<file path="src/hdl/bru_pkg.sv">
package bru_pkg;

  //////////////////////////////////////////////////
  // Widths and reset values
  //////////////////////////////////////////////////

  // Data and PC width
  localparam int unsigned XLEN = 32;

  // First fetch address once reset is released
  localparam logic [XLEN-1:0] PC_INIT = 32'h200;

  // Global history length in resolved branches
  localparam int unsigned BP_GLOBAL_BITS = 2;

  // Counter table holds 2**BHT_IDX_BITS entries
  localparam int unsigned BHT_IDX_BITS = 6;
  localparam int unsigned BHT_DEPTH    = 1 << BHT_IDX_BITS;

  // Compressed instructions present, so 2-byte targets are legal
  localparam bit HAS_RVC = 1'b1;

  // Saturating counter encodings, bit 1 set means taken
  localparam logic [1:0] CNT_WEAK_NT = 2'b01;
  localparam logic [1:0] CNT_MIN     = 2'b00;
  localparam logic [1:0] CNT_MAX     = 2'b11;

  //////////////////////////////////////////////////
  // Opcodes and funct3 values
  //////////////////////////////////////////////////

  typedef logic [6:0] opcode_t;
  typedef logic [2:0] funct3_t;

  localparam opcode_t OPC_BRANCH  = 7'b1100011;
  localparam opcode_t OPC_JAL     = 7'b1101111;
  localparam opcode_t OPC_JALR    = 7'b1100111;
  localparam opcode_t OPC_MISCMEM = 7'b0001111;

  // Conditional branch conditions
  localparam funct3_t F3_BEQ  = 3'b000;
  localparam funct3_t F3_BNE  = 3'b001;
  localparam funct3_t F3_BLT  = 3'b100;
  localparam funct3_t F3_BGE  = 3'b101;
  localparam funct3_t F3_BLTU = 3'b110;
  localparam funct3_t F3_BGEU = 3'b111;

  // FENCE.I with all register and immediate fields zero
  localparam logic [31:0] FENCE_I_WORD = 32'h0000_100F;

  //////////////////////////////////////////////////
  // Instruction and exception types
  //////////////////////////////////////////////////

  // Raw instruction word as delivered by decode
  typedef logic [31:0] instr_t;

  // R-type field split, opcode and funct3 sit in the same place for SB
  typedef struct packed {
    logic [6:0] funct7;
    logic [4:0] rs2;
    logic [4:0] rs1;
    funct3_t    funct3;
    logic [4:0] rd;
    opcode_t    opcode;
  } insn_fields_t;

  // Branch and jump offsets, bit 0 always zero
  typedef logic [12:0] imm_sb_t;
  typedef logic [20:0] imm_uj_t;

  // Exception bits that travel with an instruction
  typedef struct packed {
    logic misaligned_instruction;
    logic illegal_instruction;
    logic any;
  } exc_t;

endpackage

</file>
<file path="src/hdl/bp_train_if.sv">
`timescale 1ns/1ns

interface bp_train_if;
  import bru_pkg::*;

  // Single-cycle strobe, one training step per high cycle
  logic                      update;
  // Resolved direction of the branch being trained
  logic                      btaken;
  // PC of that branch, re-forms the table index
  logic [XLEN-1:0]           pc;
  // History that was used at lookup time
  logic [BP_GLOBAL_BITS-1:0] history;
  // History that later lookups index with, this branch shifted in
  logic [BP_GLOBAL_BITS-1:0] index_history;

  // Branch unit side
  modport src (output update, btaken, pc, history, index_history);

  // Predictor side
  modport dst (input update, btaken, pc, history, index_history);

endinterface

</file>
<file path="src/hdl/gshare_predictor.sv">
`timescale 1ns/1ns

module gshare_predictor (
  input  logic                               clk_i,
  input  logic                               rst_ni,
  input  logic [bru_pkg::XLEN-1:0]           lookup_pc_i,
  output logic [1:0]                         predict_o,
  output logic [bru_pkg::BP_GLOBAL_BITS-1:0] history_o,
  bp_train_if.dst                            train
);
  import bru_pkg::*;

  typedef logic [BHT_IDX_BITS-1:0] bht_idx_t;

  //////////////////////////////////////////////////
  // State
  //////////////////////////////////////////////////

  // 2-bit saturating counters
  logic [1:0]                cnt_q [BHT_DEPTH];
  // Global history, newest outcome in bit 0
  logic [BP_GLOBAL_BITS-1:0] ghr_q;

  bht_idx_t   rd_idx;
  bht_idx_t   wr_idx;
  logic [1:0] cnt_cur;
  logic [1:0] cnt_next;

  // Word-address bits of the PC xor'd with zero-extended history
  function automatic bht_idx_t form_index(input logic [XLEN-1:0]           pc,
                                          input logic [BP_GLOBAL_BITS-1:0] hist);
    form_index = pc[BHT_IDX_BITS+1:2] ^ bht_idx_t'(hist);
  endfunction

  //////////////////////////////////////////////////
  // Lookup
  //////////////////////////////////////////////////

  assign rd_idx    = form_index(lookup_pc_i, ghr_q);
  assign predict_o = cnt_q[rd_idx];
  // Branch unit records this and hands it back for training
  assign history_o = ghr_q;

  //////////////////////////////////////////////////
  // Training
  //////////////////////////////////////////////////

  // Same index the branch saw when it was looked up
  assign wr_idx  = form_index(train.pc, train.history);
  assign cnt_cur = cnt_q[wr_idx];

  // Count towards the outcome, stop at either end
  always_comb begin
    cnt_next = cnt_cur;
    if (train.btaken) begin
      if (cnt_cur != CNT_MAX) begin
        cnt_next = cnt_cur + 2'd1;
      end
    end else begin
      if (cnt_cur != CNT_MIN) begin
        cnt_next = cnt_cur - 2'd1;
      end
    end
  end

  // All entries start weakly not taken
  always_ff @(posedge clk_i or negedge rst_ni) begin
    if (!rst_ni) begin
      for (int i = 0; i < BHT_DEPTH; i++) begin
        cnt_q[i] <= CNT_WEAK_NT;
      end
    end else if (train.update) begin
      cnt_q[wr_idx] <= cnt_next;
    end
  end

  // Shift in the outcome once per trained branch
  always_ff @(posedge clk_i or negedge rst_ni) begin
    if (!rst_ni) begin
      ghr_q <= '0;
    end else if (train.update) begin
      ghr_q <= {ghr_q[BP_GLOBAL_BITS-2:0], train.btaken};
    end
  end

  // Strobe must be a clean level or the table takes garbage
  a_update_known: assert property (
    @(posedge clk_i) disable iff (!rst_ni)
    !$isunknown(train.update)
  );

endmodule

</file>
<file path="src/hdl/branch_unit.sv">
`timescale 1ns/1ns

module branch_unit (
  input  logic                               clk_i,
  input  logic                               rst_ni,
  input  logic                               stall_i,
  input  logic                               st_flush_i,
  input  logic                               later_exc_i,
  input  logic [bru_pkg::XLEN-1:0]           id_pc_i,
  input  bru_pkg::instr_t                    id_insn_i,
  input  logic                               id_bubble_i,
  input  bru_pkg::exc_t                      id_exc_i,
  input  logic [bru_pkg::XLEN-1:0]           opa_i,
  input  logic [bru_pkg::XLEN-1:0]           opb_i,
  input  logic [1:0]                         id_predict_i,
  input  logic [bru_pkg::BP_GLOBAL_BITS-1:0] id_history_i,
  output logic [bru_pkg::XLEN-1:0]           nxt_pc_o,
  output logic                               flush_o,
  output logic                               cacheflush_o,
  output logic                               btaken_o,
  output bru_pkg::exc_t                      exc_o,
  bp_train_if.src                            train
);
  import bru_pkg::*;

  //////////////////////////////////////////////////
  // Declarations
  //////////////////////////////////////////////////

  insn_fields_t fields;
  logic         is_16bit;

  imm_sb_t         imm_sb;
  imm_uj_t         imm_uj;
  logic [XLEN-1:0] ext_imm_sb;
  logic [XLEN-1:0] ext_imm_uj;

  logic [XLEN-1:0] seq_pc;
  logic [XLEN-1:0] jalr_sum;
  logic [XLEN-1:0] nxt_pc;

  // Resolution results for the instruction in decode
  logic cond_true;
  logic btaken;
  logic bp_update;
  logic pipeflush;
  logic cacheflush;
  logic chk_target;
  logic target_bad;
  logic misaligned;

  // Outcomes of resolved branches, kept in step with the predictor
  logic [BP_GLOBAL_BITS-1:0] hist_q;

  // Training record
  logic                      update_q;
  logic [XLEN-1:0]           train_pc_q;
  logic [BP_GLOBAL_BITS-1:0] train_hist_q;

  //////////////////////////////////////////////////
  // Decode
  //////////////////////////////////////////////////

  assign fields = id_insn_i;

  // Low bits not both set mark a 16-bit encoding
  assign is_16bit = ~&id_insn_i[1:0];
  assign seq_pc   = id_pc_i + (is_16bit ? XLEN'(2) : XLEN'(4));

  // SB offset, scattered across the upper bits
  assign imm_sb = {id_insn_i[31], id_insn_i[7], id_insn_i[30:25], id_insn_i[11:8], 1'b0};
  // UJ offset
  assign imm_uj = {id_insn_i[31], id_insn_i[19:12], id_insn_i[20], id_insn_i[30:21], 1'b0};

  assign ext_imm_sb = {{(XLEN-$bits(imm_sb)){imm_sb[$bits(imm_sb)-1]}}, imm_sb};
  assign ext_imm_uj = {{(XLEN-$bits(imm_uj)){imm_uj[$bits(imm_uj)-1]}}, imm_uj};

  assign jalr_sum = opa_i + opb_i;

  // Branch condition from funct3
  always_comb begin
    case (fields.funct3)
      F3_BEQ:  cond_true = (opa_i == opb_i);
      F3_BNE:  cond_true = (opa_i != opb_i);
      F3_BLT:  cond_true = ($signed(opa_i) <  $signed(opb_i));
      F3_BGE:  cond_true = ($signed(opa_i) >= $signed(opb_i));
      F3_BLTU: cond_true = (opa_i <  opb_i);
      F3_BGEU: cond_true = (opa_i >= opb_i);
      default: cond_true = 1'b0;
    endcase
  end

  //////////////////////////////////////////////////
  // Resolve
  //////////////////////////////////////////////////

  always_comb begin
    btaken     = 1'b0;
    bp_update  = 1'b0;
    pipeflush  = 1'b0;
    cacheflush = 1'b0;
    chk_target = 1'b0;
    nxt_pc     = seq_pc;
    // Bubbles fall through with no side effects
    if (!id_bubble_i) begin
      case (fields.opcode)
        OPC_JAL: begin
          btaken     = 1'b1;
          // Front end already redirected when it predicted taken
          pipeflush  = ~id_predict_i[1];
          chk_target = 1'b1;
          nxt_pc     = id_pc_i + ext_imm_uj;
        end
        OPC_JALR: begin
          // Register target is never predicted
          btaken     = 1'b1;
          pipeflush  = 1'b1;
          chk_target = 1'b1;
          nxt_pc     = {jalr_sum[XLEN-1:1], 1'b0};
        end
        OPC_BRANCH: begin
          btaken     = cond_true;
          // A stalled branch has not resolved yet
          bp_update  = ~stall_i;
          pipeflush  = cond_true ^ id_predict_i[1];
          chk_target = 1'b1;
          if (cond_true) begin
            nxt_pc = id_pc_i + ext_imm_sb;
          end
        end
        OPC_MISCMEM: begin
          // Only FENCE.I restarts fetch, plain FENCE passes
          if (id_insn_i == FENCE_I_WORD) begin
            pipeflush  = 1'b1;
            cacheflush = 1'b1;
          end
        end
        default: begin
        end
      endcase
    end
  end

  // Halfword alignment is enough with compressed support
  assign target_bad = (HAS_RVC != 1'b0) ? nxt_pc[0] : |nxt_pc[1:0];
  assign misaligned = id_exc_i.misaligned_instruction | (chk_target & target_bad);

  //////////////////////////////////////////////////
  // Registers
  //////////////////////////////////////////////////

  // Reset flushes so fetch restarts at PC_INIT
  always_ff @(posedge clk_i or negedge rst_ni) begin
    if (!rst_ni) begin
      flush_o      <= 1'b1;
      cacheflush_o <= 1'b0;
      btaken_o     <= 1'b0;
      update_q     <= 1'b0;
    end else begin
      flush_o      <= pipeflush;
      cacheflush_o <= cacheflush;
      btaken_o     <= btaken;
      update_q     <= bp_update;
    end
  end

  always_ff @(posedge clk_i) begin
    train_pc_q   <= id_pc_i;
    train_hist_q <= id_history_i;
  end

  // History advances as soon as the branch resolves
  always_ff @(posedge clk_i or negedge rst_ni) begin
    if (!rst_ni) begin
      hist_q <= '0;
    end else if (bp_update) begin
      hist_q <= {hist_q[BP_GLOBAL_BITS-2:0], btaken};
    end
  end

  always_ff @(posedge clk_i or negedge rst_ni) begin
    if (!rst_ni) begin
      nxt_pc_o <= PC_INIT;
    end else if (!stall_i) begin
      nxt_pc_o <= nxt_pc;
    end
  end

  // Squashed instructions carry no exceptions
  always_ff @(posedge clk_i or negedge rst_ni) begin
    if (!rst_ni) begin
      exc_o <= '0;
    end else if (!stall_i) begin
      if (flush_o || st_flush_i || later_exc_i) begin
        exc_o <= '0;
      end else begin
        exc_o.misaligned_instruction <= misaligned;
        exc_o.illegal_instruction    <= id_exc_i.illegal_instruction;
        exc_o.any                    <= id_exc_i.any | misaligned;
      end
    end
  end

  // Training record towards the predictor
  assign train.update        = update_q;
  assign train.btaken        = btaken_o;
  assign train.pc            = train_pc_q;
  assign train.history       = train_hist_q;
  assign train.index_history = hist_q;

  //////////////////////////////////////////////////
  // Checks
  //////////////////////////////////////////////////

  a_cacheflush_flush: assert property (
    @(posedge clk_i) disable iff (!rst_ni)
    cacheflush_o |-> flush_o
  );

  // JALR target lands even on the next cycle
  a_jalr_even: assert property (
    @(posedge clk_i) disable iff (!rst_ni)
    (!id_bubble_i && !stall_i && fields.opcode == OPC_JALR) |=> !nxt_pc_o[0]
  );

endmodule

</file>
<file path="src/hdl/branch_top.sv">
`timescale 1ns/1ns

module branch_top (
  input  logic                     clk_i,
  input  logic                     rst_ni,
  input  logic                     stall_i,
  input  logic                     st_flush_i,
  input  logic                     later_exc_i,
  input  logic [bru_pkg::XLEN-1:0] id_pc_i,
  input  bru_pkg::instr_t          id_insn_i,
  input  logic                     id_bubble_i,
  input  logic                     id_misaligned_i,
  input  logic                     id_illegal_i,
  input  logic [bru_pkg::XLEN-1:0] opa_i,
  input  logic [bru_pkg::XLEN-1:0] opb_i,
  output logic [bru_pkg::XLEN-1:0] nxt_pc_o,
  output logic                     flush_o,
  output logic                     cacheflush_o,
  output logic                     btaken_o,
  output logic                     exc_misaligned_o,
  output logic                     exc_illegal_o,
  output logic                     exc_any_o
);
  import bru_pkg::*;

  logic [1:0]                predict;
  logic [BP_GLOBAL_BITS-1:0] history;
  exc_t                      id_exc;
  exc_t                      exc;

  // Resolved branches back to the predictor
  bp_train_if bp_train ();

  //////////////////////////////////////////////////
  // Exception packing
  //////////////////////////////////////////////////

  assign id_exc.misaligned_instruction = id_misaligned_i;
  assign id_exc.illegal_instruction    = id_illegal_i;
  assign id_exc.any                    = id_misaligned_i | id_illegal_i;

  assign exc_misaligned_o = exc.misaligned_instruction;
  assign exc_illegal_o    = exc.illegal_instruction;
  assign exc_any_o        = exc.any;

  // Lookup on the decode PC
  gshare_predictor i_gshare_predictor (
    .clk_i       (clk_i),
    .rst_ni      (rst_ni),
    .lookup_pc_i (id_pc_i),
    .predict_o   (predict),
    .history_o   (history),
    .train       (bp_train.dst)
  );

  branch_unit i_branch_unit (
    .clk_i        (clk_i),
    .rst_ni       (rst_ni),
    .stall_i      (stall_i),
    .st_flush_i   (st_flush_i),
    .later_exc_i  (later_exc_i),
    .id_pc_i      (id_pc_i),
    .id_insn_i    (id_insn_i),
    .id_bubble_i  (id_bubble_i),
    .id_exc_i     (id_exc),
    .opa_i        (opa_i),
    .opb_i        (opb_i),
    .id_predict_i (predict),
    .id_history_i (history),
    .nxt_pc_o     (nxt_pc_o),
    .flush_o      (flush_o),
    .cacheflush_o (cacheflush_o),
    .btaken_o     (btaken_o),
    .exc_o        (exc),
    .train        (bp_train.src)
  );

endmodule

</file>
<file path="config.mk">
export PLATFORM = sky130hd
export DESIGN_NAME = branch_top
export DESIGN_NICKNAME = d
export VERILOG_FILES = /design/src/hdl/bru_pkg.sv /design/src/hdl/bp_train_if.sv /design/src/hdl/gshare_predictor.sv /design/src/hdl/branch_unit.sv /design/src/hdl/branch_top.sv
export SDC_FILE = /design/constraint.sdc
export NUM_CORES = 1
export LEC_CHECK = 0
export ABC_CLOCK_PERIOD_IN_PS = 4980
export BUFFER_PORTS_ARGS = -buffer_cell sky130_fd_sc_hd__buf_4
export CAP_MARGIN = 15
export CORE_MARGIN = 3
export CORE_UTILIZATION = 30
export DETAILED_ROUTE_END_ITERATION = 12
export GPL_TIMING_DRIVEN = 0
export MAX_ROUTING_LAYER = met4
export PLACE_DENSITY = 0.58
export SYNTH_ARGS = -nofsm -noshare
export SYNTH_HDL_FRONTEND = slang
export SYNTH_SLANG_ARGS = --single-unit
</file>
<file path="constraint.sdc">
create_clock -name clk_i -period 4.98 [get_ports clk_i]
set_clock_uncertainty 0.1 [all_clocks]
set_input_delay 1.494 -clock clk_i [delete_from_list [all_inputs] [get_ports clk_i]]
set_output_delay 1.494 -clock clk_i [all_outputs]
set_load 0.05 [all_outputs]
</file>
**Word level (Yosys, flattened, before mapping)**

Index checks and enable logic that the tools add are counted.

- Register bits: 179
- Bits of input ports: 136
- Output and inout port bits: 38
- Logic and storage cells: 149

- Bitwise operators: 11
- Magnitude comparators: 7
- Reductions and logical operators: 8
- Equal/unequal tests: 13
- Muxes and demuxes: 29
- $add $sub $neg: 6

Operators with widths:

| cell | count |
|---|---|
| bitwise mux 128 bit | 1 |
| adder 32 bit | 3 |
| one-hot mux 32 bit (3 select lines) | 1 |
| greater-or-equal comparator 32 bit | 2 |
| < comparator 32 bit | 2 |
| 2-to-1 mux 32 bit | 2 |
| adder 32 x 3 -> 32 bit | 1 |
| == test 32 x 13 -> 1 bit (second input constant) | 1 |
| == test 32 bit | 1 |
| inequality test 32 bit | 1 |
| binary-select mux 2 bit (select 6 bit) | 2 |
| == test 7 bit (second input constant) | 3 |
| 2-to-1 mux 2 bit | 8 |
| greater-or-equal comparator 7 bit (second input constant) | 2 |
| NOT 6 -> 7 bit | 2 |
| demux 2 bit (select 6 bit) | 1 |
| == test 3 bit (second input constant) | 4 |
| XOR 6 x 2 -> 6 bit | 2 |
| 2-to-1 mux 1 bit | 9 |
| == test 7 x 4 -> 1 bit (second input constant) | 1 |
| < comparator 7 x 1 -> 1 bit (second input constant) | 1 |
| 2-to-1 mux 3 bit | 2 |
| one-hot mux 1 bit (6 select lines) | 1 |
| one-hot mux 1 bit (4 select lines) | 1 |
| other kinds (16) | 20 |

**Depth between registers and ports, before layout**

Gate-level depths: netlist of the first run.

- Depth after elaboration: 10
- Depth in mapped cells: 16

**Cells and area by module**

From an unflattened synthesis of the first run, not the netlist that was laid out.

- Cells, all modules: 1876
- Area, all modules: 16224.3 um2

By module, submodules not included:

| module | cells an instance | instances | area an instance (um2) |
|---|---|---|---|
| branch_unit | 1165 | 1 | 8884.8 |
| gshare_predictor | 710 | 1 | 7333.3 |
| branch_top | 1 | 1 | 6.3 |

**Least setup slack after synthesis of the first run**

No wires, ideal clock.

- Path type: in2reg
- From: input id_pc_i[2] (netlist bit)
- To: register i_branch_unit.flush_o
- Slack: 436 ps
- Buffers on the path: 1
- Arrival: 4371 ps
- Stages on the path: 8
- Required time: 4807 ps
- Cells stage by stage: xor2_1 > buf_2 > mux4_2 > mux4_2 > mux4_2 > nor4b_1 > a21oi_1 > a21oi_1

- Longest elaborated chain between the ends: 8
- Elaborated cells between the ends (all ways): 9
- Those cells by class: mux (5); bitwise (4)

RTL lines:

| element | line | source |
|---|---|---|
| start: declaration | branch_top.sv:9 | `input logic [bru_pkg::XLEN-1:0] id_pc_i,` |
| XOR 6 x 2 -> 6 bit * | gshare_predictor.sv:32 | `form_index = pc[BHT_IDX_BITS+1:2] ^ bht_idx_t'(hist);` |
| NOT 6 -> 7 bit (implied by the code) * | gshare_predictor.sv:40 | `assign predict_o = cnt_q[rd_idx];` |
| binary-select mux 2 bit (select 6 bit) * | gshare_predictor.sv:40 |  |
| 2-to-1 mux 2 bit (implied by the code) * (2 in a row) | gshare_predictor.sv:40 |  |
| XOR 1 bit / NOT 1 bit (equally long branches) | branch_unit.sv:125, branch_unit.sv:110 |  |
| one-hot mux 1 bit (4 select lines) * | branch_unit.sv:106 | `case (fields.opcode)` |
| 2-to-1 mux 1 bit * | branch_unit.sv:105 | `if (!id_bubble_i) begin` |
| via i_branch_unit.pipeflush | branch_unit.sv:46 | `logic pipeflush;` |
| end signal: assignment | branch_unit.sv:160 | `flush_o <= pipeflush;` |
| end: declaration | branch_unit.sv:18 | `output logic flush_o,` |

Mark *: on every way through the listed nets, which the timed path passes. The rest lies on a longest branch. The select of a mux whose other input is x is not followed.
A chain may end at the register's enable or synchronous reset.

**Final worst setup path of the first run**

- From: input opa_i[14] (netlist bit)
- To: register i_branch_unit.nxt_pc_o[26] (netlist bit)

- Longest elaborated chain between the ends: 5
- Elaborated cells between the ends (all ways): 11
- Those cells by class: add/sub (1); order compare (4); eq/ne (2); mux (4)

RTL lines:

| element | line | source |
|---|---|---|
| start: declaration | branch_top.sv:14 | `input logic [bru_pkg::XLEN-1:0] opa_i,` |
| greater-or-equal comparator 32 bit, or another cell as far along | branch_unit.sv:88 | `F3_BGEU: cond_true = (opa_i >= opb_i);` |
| one-hot mux 1 bit (6 select lines) | branch_unit.sv:82 | `case (fields.funct3)` |
| 2-to-1 mux 32 bit | branch_unit.sv:127 | `if (cond_true) begin` |
| one-hot mux 32 bit (3 select lines) * | branch_unit.sv:106 |  |
| 2-to-1 mux 32 bit * | branch_unit.sv:105 |  |
| end signal: assignment | branch_unit.sv:185 | `nxt_pc_o <= nxt_pc;` |
| end: declaration | branch_unit.sv:17 | `output logic [bru_pkg::XLEN-1:0] nxt_pc_o,` |

Every way passes the cells marked *; elsewhere a longest branch is shown, timed or not.

==> key figures, run 1 <==
Synth
  • Post-Synth XOR/XNOR Area: under 10%
  • Simple-Gate Fraction of Synth Area: around 15%
  • Post-Syn Nets: around 1.9k
  • Top-count cell post-synth: nor2_1
  • Netlist cell types: ~70
  • Syn Inst Count: 1653
  • Synth async-reset ratio: a little over nine tenths
  • Synth Register Bits: 177
  • Synth area leaders: dfrtp_1 (17%), dfstp_2 (12%), mux2_2 (10%), ha_1 (9.1%), xnor2_1 (4.0%)
  • Area of the mapped netlist: approximately 0.015 mm²
  • Ys Warns: 0
  • Synth Area per Inst: 8.95 µm²
  • Top cell type's share of synthesized area: between 10% and 20%
  • Main synth FF type: dfrtp_1
  • Mux cell area share after synthesis: 13.9%
  • Synth cell count leaders: nor2_1 (147), nand2_1 (135), mux2_2 (133), ha_1 (108), dfrtp_1 (103)
  • Synth Area in Compound Gates: between 20 and 25%
  • Adder-cell share of the synthesized area: just under 10%
  • Number of synthesized flops with an enable pin: 0
  • Main combinational cell family by area after synthesis: compound AO/OA/AOI/OAI gates
  • Seq/Total Area, Yosys: between 30% and 40%
  • Leading area contributor after synthesis: dfrtp_1

Critical path
  • Worst-path maximum fanout: 10
  • Max incr delay on CP: about 0.41 ns
  • Reg2reg end: i_gshare_predictor.cnt_q[103]
  • Crit Path Category: primary input to flop
  • Critical path buffers and inverters: 3
  • CP startpoint kind: primary input
  • Termination of the worst setup path: i_branch_unit.nxt_pc_o[26]
  • Top Family by Delay on Critical Path: simple AND/OR/NAND/NOR gates
  • Crit path depth: 14
  • WP data required: between 5 and 6 ns
  • Kind of capture point of the worst setup path: flop
  • Critical path, cell by cell: buf_4 -> ha_1 -> nand3_1 -> nor4_4 -> o21ai_0 -> a31o_2 -> nand2_1 -> a221oi_2 -> or3_1 -> clkbuf_4 -> and2_1 -> clkbuf_2 -> a221oi_4 -> o21ai_0
  • FF-to-FF Start: i_branch_unit.train.history[0]
  • Worst setup path startpoint: opa_i[14]
  • Slowest library cell on the worst path: nor4_4
  • Most numerous cell on the critical path: o21ai_0
  • Worst Reg-to-Reg Cells: 11
  • Arrival @ worst endpoint: 4.98 ns
  • Reg2reg setup slack: 0.50 ns

Global routing
  • Vias in the first global route: around 14k
  • Largest net degree at the start of global routing: 93
  • Grt total ovfl: 0
  • First-pass GRT wire length: 84200 µm
  • Number of antenna violations at the first check in global routing: 1
  • GRT Overall Usage: 21.5%

Placed design
  • Hpwl dp: around 44000 µm
  • Placed Area: around 0.017 mm²
  • Gp weighted congestion: ~0.94
  • Placed cell count: ~2.5k
  • IO Port Bufs: roughly 170

Clocking
  • Htree depth: 4
  • CTS tree: built
  • CTS Root Cell: clkbuf_16
  • Clk pin slew, worst setup/hold paths: 0.08 ns
  • Clk_lat worst skew: around 0.46 ns
  • Sinks on Clock Net: roughly 180
  • Post-CTS Setup Inserts: 0
  • CTS Buf Count: 17
  • Clock Tree Buf Depth: 2

Drt
  • Antenna Nets Post-Route: 0
  • 1st-iter DRT viols: approximately 1.4k
  • Detailed-route via count: ~14k
  • First-pass DRT Iterations: 6
  • # DRC: 0
  • Routed WL: 56100 µm
  • Vias per cell: roughly 5.6
  • WL per Instance: 22.3 µm

Timing
  • Achievable frequency: approximately 210 MHz
  • Setup_tns: 0 ns
  • Worst Max-Slew Pin Slew: 1.01 ns
  • # setup viols final: 0
  • Fin crit share: approximately 96%
  • Min Tclk post-route: around 4.8 ns
  • Slew HR: roughly 32%
  • Final Slew Violations: 0
  • Final hold vios: 0

Power and ir drop
  • Worst VDD drop: between 0.2 and 0.25 mV
  • PwrDens: 233 mW/mm²
  • LEAKAGE: 0.00762 µW

Die
  • Core footprint: 0.0482 mm²
  • Initial Utilization: 30.7%
  • Cell Rows: 80
  • Die Wd: 228 µm
  • Die area: 0.0520 mm²
  • IO Pins: approximately 170
  • Die height: about 230 µm

Finish
  • Post-layout util: a little under two fifths
  • Layout Area Growth over Synthesis: 19.6%
  • Post-route insts no fill: 2517
  • Share of layout cells above drive strength 1: 25.2%
  • Post-layout nets: 2095
  • Post-route cell area: 0.0177 mm²

Run
  • Max Cap Viol: 0

Worst hold path
  • Hold WC Path Type: flop to flop
  • HP Start: i_gshare_predictor.history_o[1]

Run status
  • Status: finished clean
-- worst min-delay path by stage --
stage	cells past startpoint	to
2_1_floorplan	0	i_branch_unit.train.history[1]
6_report	0	i_branch_unit.train.history[1]
4_1_cts	0	i_branch_unit.train.history[1]
3_3_place_gp	0	i_branch_unit.train.history[1]
3_5_place_dp	0	i_branch_unit.train.history[1]
5_1_grt	0	i_branch_unit.train.history[1]
-- registers in the layout, indices dropped and copies added, names as in the netlist, 2 cells and up --
name                          count
i_branch_unit.exc_o               3
i_branch_unit.nxt_pc_o           32
i_branch_unit.train.history       2
i_branch_unit.train.pc            6
i_gshare_predictor.cnt_q        128
i_gshare_predictor.history_o      2
-- metal layers --
layer | share of wire, % | wire length [µm] | global-route usage [%]
met3 | 8.3 | 4660 | 5.01
met4 | 3.0 | 1690 | 6.39
met1 | 45 | 25200 | 29.2
met2 | 44 | 24600 | 31.8
met5 | 0 | 0 | -
-- logic make-up after synthesis --
| kind of cell | after synthesis |
|---|---|
| simple gates | 483 |
| compound gates | 447 |
| flops | 177 |
| buf+inv | 162 |
| mux | 160 |
| fa+ha+maj | 113 |
| xor+xnor | 111 |
-- per-stage QoR --
step	setup WS (ns)	hold slack [ns]	power, µW
CTS	0.00296	0.319	4130
global route	-0.0129	0.337	4330
finish	0.201	0.321	4120
floorplan	0.436	0.282	2300
detailed placement	-1.22	0.308	2770
global placement	-1.22	0.288	2750
-- power by group --
group / total (µW) / internal (µW) / switching (µW)
logic: 1270 / 467 / 805
clock network: 1350 / 678 / 669
registers: 1500 / 1470 / 31.9
total: 4120 / 2610 / 1510
-- what timing repair did --
item | in CTS | in global routing
endpoints found under the setup margin | 28 | 26
hold buffers | 0 | 0
resized for setup | 11 | 8
-- final cells by class --
cell class                      instances  area (µm²)
Fill cell                            5022       30500
Multi-Input combinational cell       1314        9830
Sequential cell                       177        4470
Timing Repair Buffer                  177        1370
Tap cell                              656         821
Clock buffer                           18         439
Buffer                                 82         330
Inverter                               78         293
Clock inverter                         14         140
Antenna cell                            1        2.50
-- cell usage in the layout, fill, tap and decap left out, drive strengths merged, types with 17 or more instances in the layout --
master / n
a21oi: 102
dfstp: 66
dfrtp: 103
o21ai: 69
nand3: 47
xor2: 44
nor2: 147
nor4: 17
a221oi: 18
buf: 189
ha: 108
clkbuf: 88
o22ai: 43
mux2: 133
a21o: 26
mux4: 23
nand2: 135
nor3: 39
o31ai: 18
a22oi: 22
xnor2: 67
inv: 84
nor2b: 21
(Power assumes the default switching activity.)
==> run 2: changes to the inputs <==
--- a/config.mk
+++ b/config.mk
@@ -9,11 +9,12 @@
 export BUFFER_PORTS_ARGS = -buffer_cell sky130_fd_sc_hd__buf_4
 export CAP_MARGIN = 15
 export CORE_MARGIN = 3
-export CORE_UTILIZATION = 30
+export CORE_UTILIZATION = 60
+export CTS_CLUSTER_DIAMETER = 80
 export DETAILED_ROUTE_END_ITERATION = 12
 export GPL_TIMING_DRIVEN = 0
 export MAX_ROUTING_LAYER = met4
-export PLACE_DENSITY = 0.58
+export PLACE_DENSITY = 0.93
 export SYNTH_ARGS = -nofsm -noshare
 export SYNTH_HDL_FRONTEND = slang
 export SYNTH_SLANG_ARGS = --single-unit
==> key figures, run 2 (synthesized netlist as in run 1, its figures left out) <==
Die
  • Cell Rows: 56
  • Die height: roughly 160 µm
  • Die Wd: around 160 µm
  • IO Pins: 174
  • Initial Utilization: 62.1%
  • Die area: ~0.027 mm²
  • Core footprint: between 0.02 and 0.025 mm²

Finish
  • Reg with most FFs: i_gshare_predictor.cnt_q
  • Max reg flops: between 100 and 150
  • Post-route insts no fill: about 2.2k
  • Share of layout cells above drive strength 1: roughly a quarter
  • Post-layout nets: roughly 2.1k
  • Antenna Cells: 0
  • Area occupied by multi-input gates: between 0.009 and 0.01 mm²
  • # fillers: between 1.5k and 2k
  • Layout Area Growth over Synthesis: 16.6%
  • Post-layout util: between 70 and 80%
  • Most frequent cells in the layout: buf_4 (173), nor2_1 (147), nand2_1 (135), mux2_2 (133), ha_1 (108)
  • Commonest non-fill, non-tap cell in the layout: buf_4
  • Sequential cell area: about 0.0045 mm²

Timing
  • Min Tclk post-route: ~5 ns
  • # setup viols final: 1
  • Setup_tns: -0.00704 ns
  • Final hold vios: 0
  • Setup ws final: -0.00704 ns
  • Final Slew Violations: 0
  • Slew HR: 17.4%
  • Achievable frequency: ~200 MHz
  • Worst Max-Slew Pin Slew: about 1.2 ns
  • Fin crit share: 100%

Critical path
  • FF-to-FF Start: i_branch_unit.train.history[1]
  • Arrival @ worst endpoint: roughly 5.2 ns
  • Worst setup path startpoint: id_pc_i[8]
  • Worst-path maximum fanout: 7
  • Reg2reg setup slack: 0.40 ns
  • Crit Path Category: primary input to flop
  • Worst Reg-to-Reg Cells: 12
  • Kind of capture point of the worst setup path: flop
  • Max incr delay on CP: roughly 1.1 ns
  • Critical path, cell by cell: buf_4 -> ha_1 -> clkbuf_1 -> a21oi_1 -> o21a_1 -> a2bb2oi_1 -> a2111oi_0 -> nor3_1 -> xor2_1 -> a21oi_1 -> o21ai_0 -> o21ai_0 -> a221o_1
  • Reg2reg end: i_gshare_predictor.cnt_q[47]
  • CP startpoint kind: primary input
  • Slowest library cell on the worst path: a2111oi_0
  • WP data required: about 5.2 ns

Clocking
  • Clk_lat worst skew: approximately 0.45 ns
  • CTS Root Cell: clkbuf_16
  • CTS Hold Bufs: 0
  • CTS tree: built
  • Clock Tree Buf Depth: 2
  • Htree depth: 4
  • CTS Buf Count: 17
  • Clk pin slew, worst setup/hold paths: approximately 0.080 ns
  • Sinks on Clock Net: approximately 180

Placed design
  • IO Port Bufs: approximately 170
  • Placed cell count: roughly 2.1k
  • Gp weighted congestion: roughly 1
  • Hpwl dp: between 40000 and 50000 µm
  • Dpl ws: -1.19 ns

Worst hold path
  • Hold WC Path Type: flop to flop
  • Worst Hold Depth: 0
  • Worst hold endpoint: i_branch_unit.train.history[1]
  • HP Start: i_gshare_predictor.history_o[1]

Global routing
  • Number of antenna violations at the first check in global routing: 0
  • Grt total ovfl: 0
  • GRT Overall Usage: 41.3%
  • Vias in the first global route: around 14k
  • Largest net degree at the start of global routing: 87
  • First-pass GRT wire length: slightly above 80000 µm

Run status
  • Failing checks: negative setup slack
  • Status: complete, but fails checks

Power and ir drop
  • Worst VDD drop: 0.254 mV
  • PwrDens: ~240 mW/mm²
  • LEAKAGE: 0.00763 µW
  • Total power: approximately 4200 µW

Drt
  • Antenna Nets Post-Route: 0
  • # DRC: 0
  • 1st-iter DRT viols: ~1.8k
  • Routed WL: ~55000 µm
  • Vias per cell: between 6 and 7
  • WL per Instance: around 25 µm
  • Detailed-route via count: ~15k
  • First-pass DRT Iterations: 6

Run
  • Max Cap Viol: 0
run 2: layout make-up:
class                      count  area share, %
sequential                   177           25.9
buffer                        82           1.91
inverter                      78           1.70
clock buffer                  19           2.57
tap                          319           2.31
clock inverter                13          0.972
timing repair buffer         175           7.80
multi-input combinational   1314           56.8
run 2: what timing repair did:
action,in CTS,in global routing
setup buffers,0,1
endpoints found under the hold margin,0,0
setup endpoints to repair,31,19
gates resized for setup,12,5
pin swaps,0,2
run 2: metrics by stage:
stage / cell area [µm²] / hold WS [ns]
global route: 17300 / 0.357
detailed placement: 16600 / 0.307
floorplan: 14800 / 0.282
finish: 17300 / 0.347
global placement: 16500 / 0.293
CTS: 17200 / 0.340
run 2: worst max path at each step:
stage                                       endpoint  cells after the start
after floorplan                i_branch_unit.flush_o                      8
after global placement    i_branch_unit.nxt_pc_o[27]                     14
after detailed placement  i_branch_unit.nxt_pc_o[27]                     14
after CTS                 i_branch_unit.nxt_pc_o[31]                     15
after global routing      i_branch_unit.nxt_pc_o[31]                     13
final                     i_branch_unit.nxt_pc_o[21]                     13
run 2: report_power, final:
group          switching (µW)  internal (µW)  total [µW]
logic                     819            465        1280
registers                27.8           1470        1500
clock network             656            777        1430
total                    1500           2710        4220
run 2: per-layer routing:
metal	part of all wire [%]	GRT usage [%]
met1	39	53.5
met2	44	61.7
met3	12	11.0
met4	5.1	17.3
met5	0	-
run 2: worst max-delay path, delay by kind of cell:
family / cells / cell delay, ns
simple gates: 1 / 0.21
xor+xnor: 1 / 0.36
buf+inv: 2 / 0.43
fa+ha+maj: 1 / 0.27
compound gates: 8 / 2.43
==> run 3: changes to the inputs <==
--- a/config.mk
+++ b/config.mk
@@ -9,12 +9,13 @@
 export BUFFER_PORTS_ARGS = -buffer_cell sky130_fd_sc_hd__buf_4
 export CAP_MARGIN = 15
 export CORE_MARGIN = 3
-export CORE_UTILIZATION = 60
+export CORE_UTILIZATION = 62
+export CTS_BUF_LIST = sky130_fd_sc_hd__clkbuf_2
 export CTS_CLUSTER_DIAMETER = 80
 export DETAILED_ROUTE_END_ITERATION = 12
 export GPL_TIMING_DRIVEN = 0
 export MAX_ROUTING_LAYER = met4
-export PLACE_DENSITY = 0.93
+export PLACE_DENSITY = 0.95
 export SYNTH_ARGS = -nofsm -noshare
 export SYNTH_HDL_FRONTEND = slang
 export SYNTH_SLANG_ARGS = --single-unit
==> key figures, run 3 (synthesized netlist as in run 1, its figures left out) <==
Timing
  • Unrepaired setup endpoints after global routing: true
  • Setup ws final: -0.132 ns
  • Final hold vios: 0
  • Min Tclk post-route: about 5.1 ns
  • Final Slew Violations: 0
  • Worst Max-Slew Pin Slew: 1.15 ns
  • # setup viols final: 1
  • Fin crit share: 103%
  • Slew HR: a little under a quarter
  • Achievable frequency: 196 MHz
  • Setup_tns: -0.132 ns

Placed design
  • Dpl ws: -1.11 ns
  • Gp weighted congestion: 1.05
  • Placed Area: 0.0166 mm²
  • Hpwl dp: 41500 µm
  • IO Port Bufs: 171

Drt
  • Detailed-route via count: roughly 15k
  • Routed WL: around 53000 µm
  • Vias per cell: 6.87
  • First-pass DRT Iterations: 6
  • 1st-iter DRT viols: between 2k and 2.5k
  • WL per Instance: 24.6 µm
  • Antenna Nets Post-Route: 0
  • # DRC: 0

Die
  • Initial Utilization: between 60% and 70%
  • Cell Rows: 55
  • IO Pins: 174
  • Die area: between 0.02 and 0.03 mm²
  • Core footprint: ~0.023 mm²
  • Die Wd: 161 µm
  • Die height: 161 µm

Global routing
  • Met3 Track Usage GR: between 10% and 20%
  • Vias in the first global route: between 10k and 15k
  • GRT Overall Usage: between 40% and 50%
  • Gr busiest metal: met2
  • Largest net degree at the start of global routing: between 90 and 100
  • Number of antenna violations at the first check in global routing: 0
  • First-pass GRT wire length: approximately 82000 µm
  • Grt total ovfl: 0
  • Met1 usage: 53.4%
  • Routing usage on met2: about 62%

Finish
  • Post-layout util: between 70% and 80%
  • Share of layout cells above drive strength 1: 24.8%
  • Max reg flops: 128
  • Post-layout nets: 2096
  • Reg with most FFs: i_gshare_predictor.cnt_q
  • Most frequent cells in the layout: buf_4 (172), nor2_1 (147), nand2_1 (135), mux2_2 (133), ha_1 (108)
  • Commonest non-fill, non-tap cell in the layout: buf_4
  • Antenna Cells: 0
  • Layout Area Growth over Synthesis: 13.8%
  • Post-route cell area: between 0.015 and 0.02 mm²

Clocking
  • Htree depth: 4
  • Clk_lat worst skew: between 0.8 and 0.9 ns
  • Sinks on Clock Net: between 150 and 200
  • CTS Hold Bufs: 0
  • CTS Root Cell: clkbuf_2
  • CTS Buf Count: 17
  • Clk pin slew, worst setup/hold paths: between 0.3 and 0.4 ns
  • CTS tree: built
  • Clock Tree Buf Depth: 2

Critical path
  • Worst-path maximum fanout: 10
  • Crit Path Category: primary input to flop
  • WP data required: 5.58 ns
  • Critical path, cell by cell: buf_4 -> inv_1 -> ha_1 -> clkbuf_1 -> nand4_1 -> nor4_2 -> o21ai_0 -> a31o_2 -> a221oi_1 -> or3_1 -> buf_2 -> buf_2 -> nor4b_1 -> a21oi_1 -> a21oi_1
  • Slowest library cell on the worst path: nor4_2
  • CP startpoint kind: primary input
  • Arrival @ worst endpoint: 5.71 ns
  • Max incr delay on CP: about 0.52 ns
  • Reg2reg setup slack: 0.38 ns
  • Kind of capture point of the worst setup path: flop

Run
  • Max Cap Viol: 0

Run status
  • Status: complete, but fails checks
  • Failing checks: negative setup slack

Power and ir drop
  • Worst VDD drop: around 0.22 mV
  • LEAKAGE: around 0.0075 µW
  • Total power: around 3600 µW
  • PwrDens: ~210 mW/mm²

Worst hold path
  • Hold WC Path Type: flop to flop
## run 3: power by group
part           switching [µW]  total, µW  leakage [µW]  internal (µW)
registers                26.8       1500       0.00212           1480
clock network             624        794      0.000147            170
logic                     810       1270       0.00519            463
## run 3: routing by layer
metal / part of all wire [%] / vias up
met2: 44 / 1136
met1: 37 / 7070
met4: 5.8 / 0
met5: 0 / -
li1: - / 6482
met3: 13 / 257
## run 3: worst max-delay path: cells and delay by family
family          cells  cell delay (ns)
simple gates        4             1.17
fa+ha+maj           1             0.27
compound gates      5             1.66
buf+inv             5             1.09
## run 3: what timing repair did
| action | in CTS | in global routing |
|---|---|---|
| endpoints found under the setup margin | 7 | 22 |
| resized for setup | 2 | 6 |
| buffers inserted | 0 | 0 |
| gates cloned | 0 | 0 |
| pin swaps | 0 | 0 |
## run 3: worst paths after layout
kind                                                 start                        endpoint  cells past startpoint
max                                               opb_i[5]           i_branch_unit.flush_o                     15
min                        i_gshare_predictor.history_o[0]  i_branch_unit.train.history[0]                      0
max reg2reg                 i_branch_unit.train.history[0]    i_gshare_predictor.cnt_q[41]                     12
min reg2reg                i_gshare_predictor.history_o[0]  i_branch_unit.train.history[0]                      0
max in group asynchronous                           rst_ni    i_gshare_predictor.cnt_q[56]                      2
min in group asynchronous                           rst_ni   i_gshare_predictor.cnt_q[101]                      1
## run 3: per-stage QoR
| step | hold slack (ns) | instances |
|---|---|---|
| finish | 0.383 | 2174 |
| floorplan | 0.282 | 1653 |
| detailed placement | 0.327 | 2142 |
| global route | 0.401 | 2174 |
| global placement | 0.296 | 2137 |
| CTS | 0.396 | 2174 |
## run 3: layout make-up
type	instances	area [µm²]
repair buffers	176	1350
clock buffers	17	85.1
plain buffers	84	333
well taps	313	392
fillers	1714	6200
inverters	78	293
clock inverters	15	170
multi-input cells	1314	9760
flip-flops and latches	177	4470
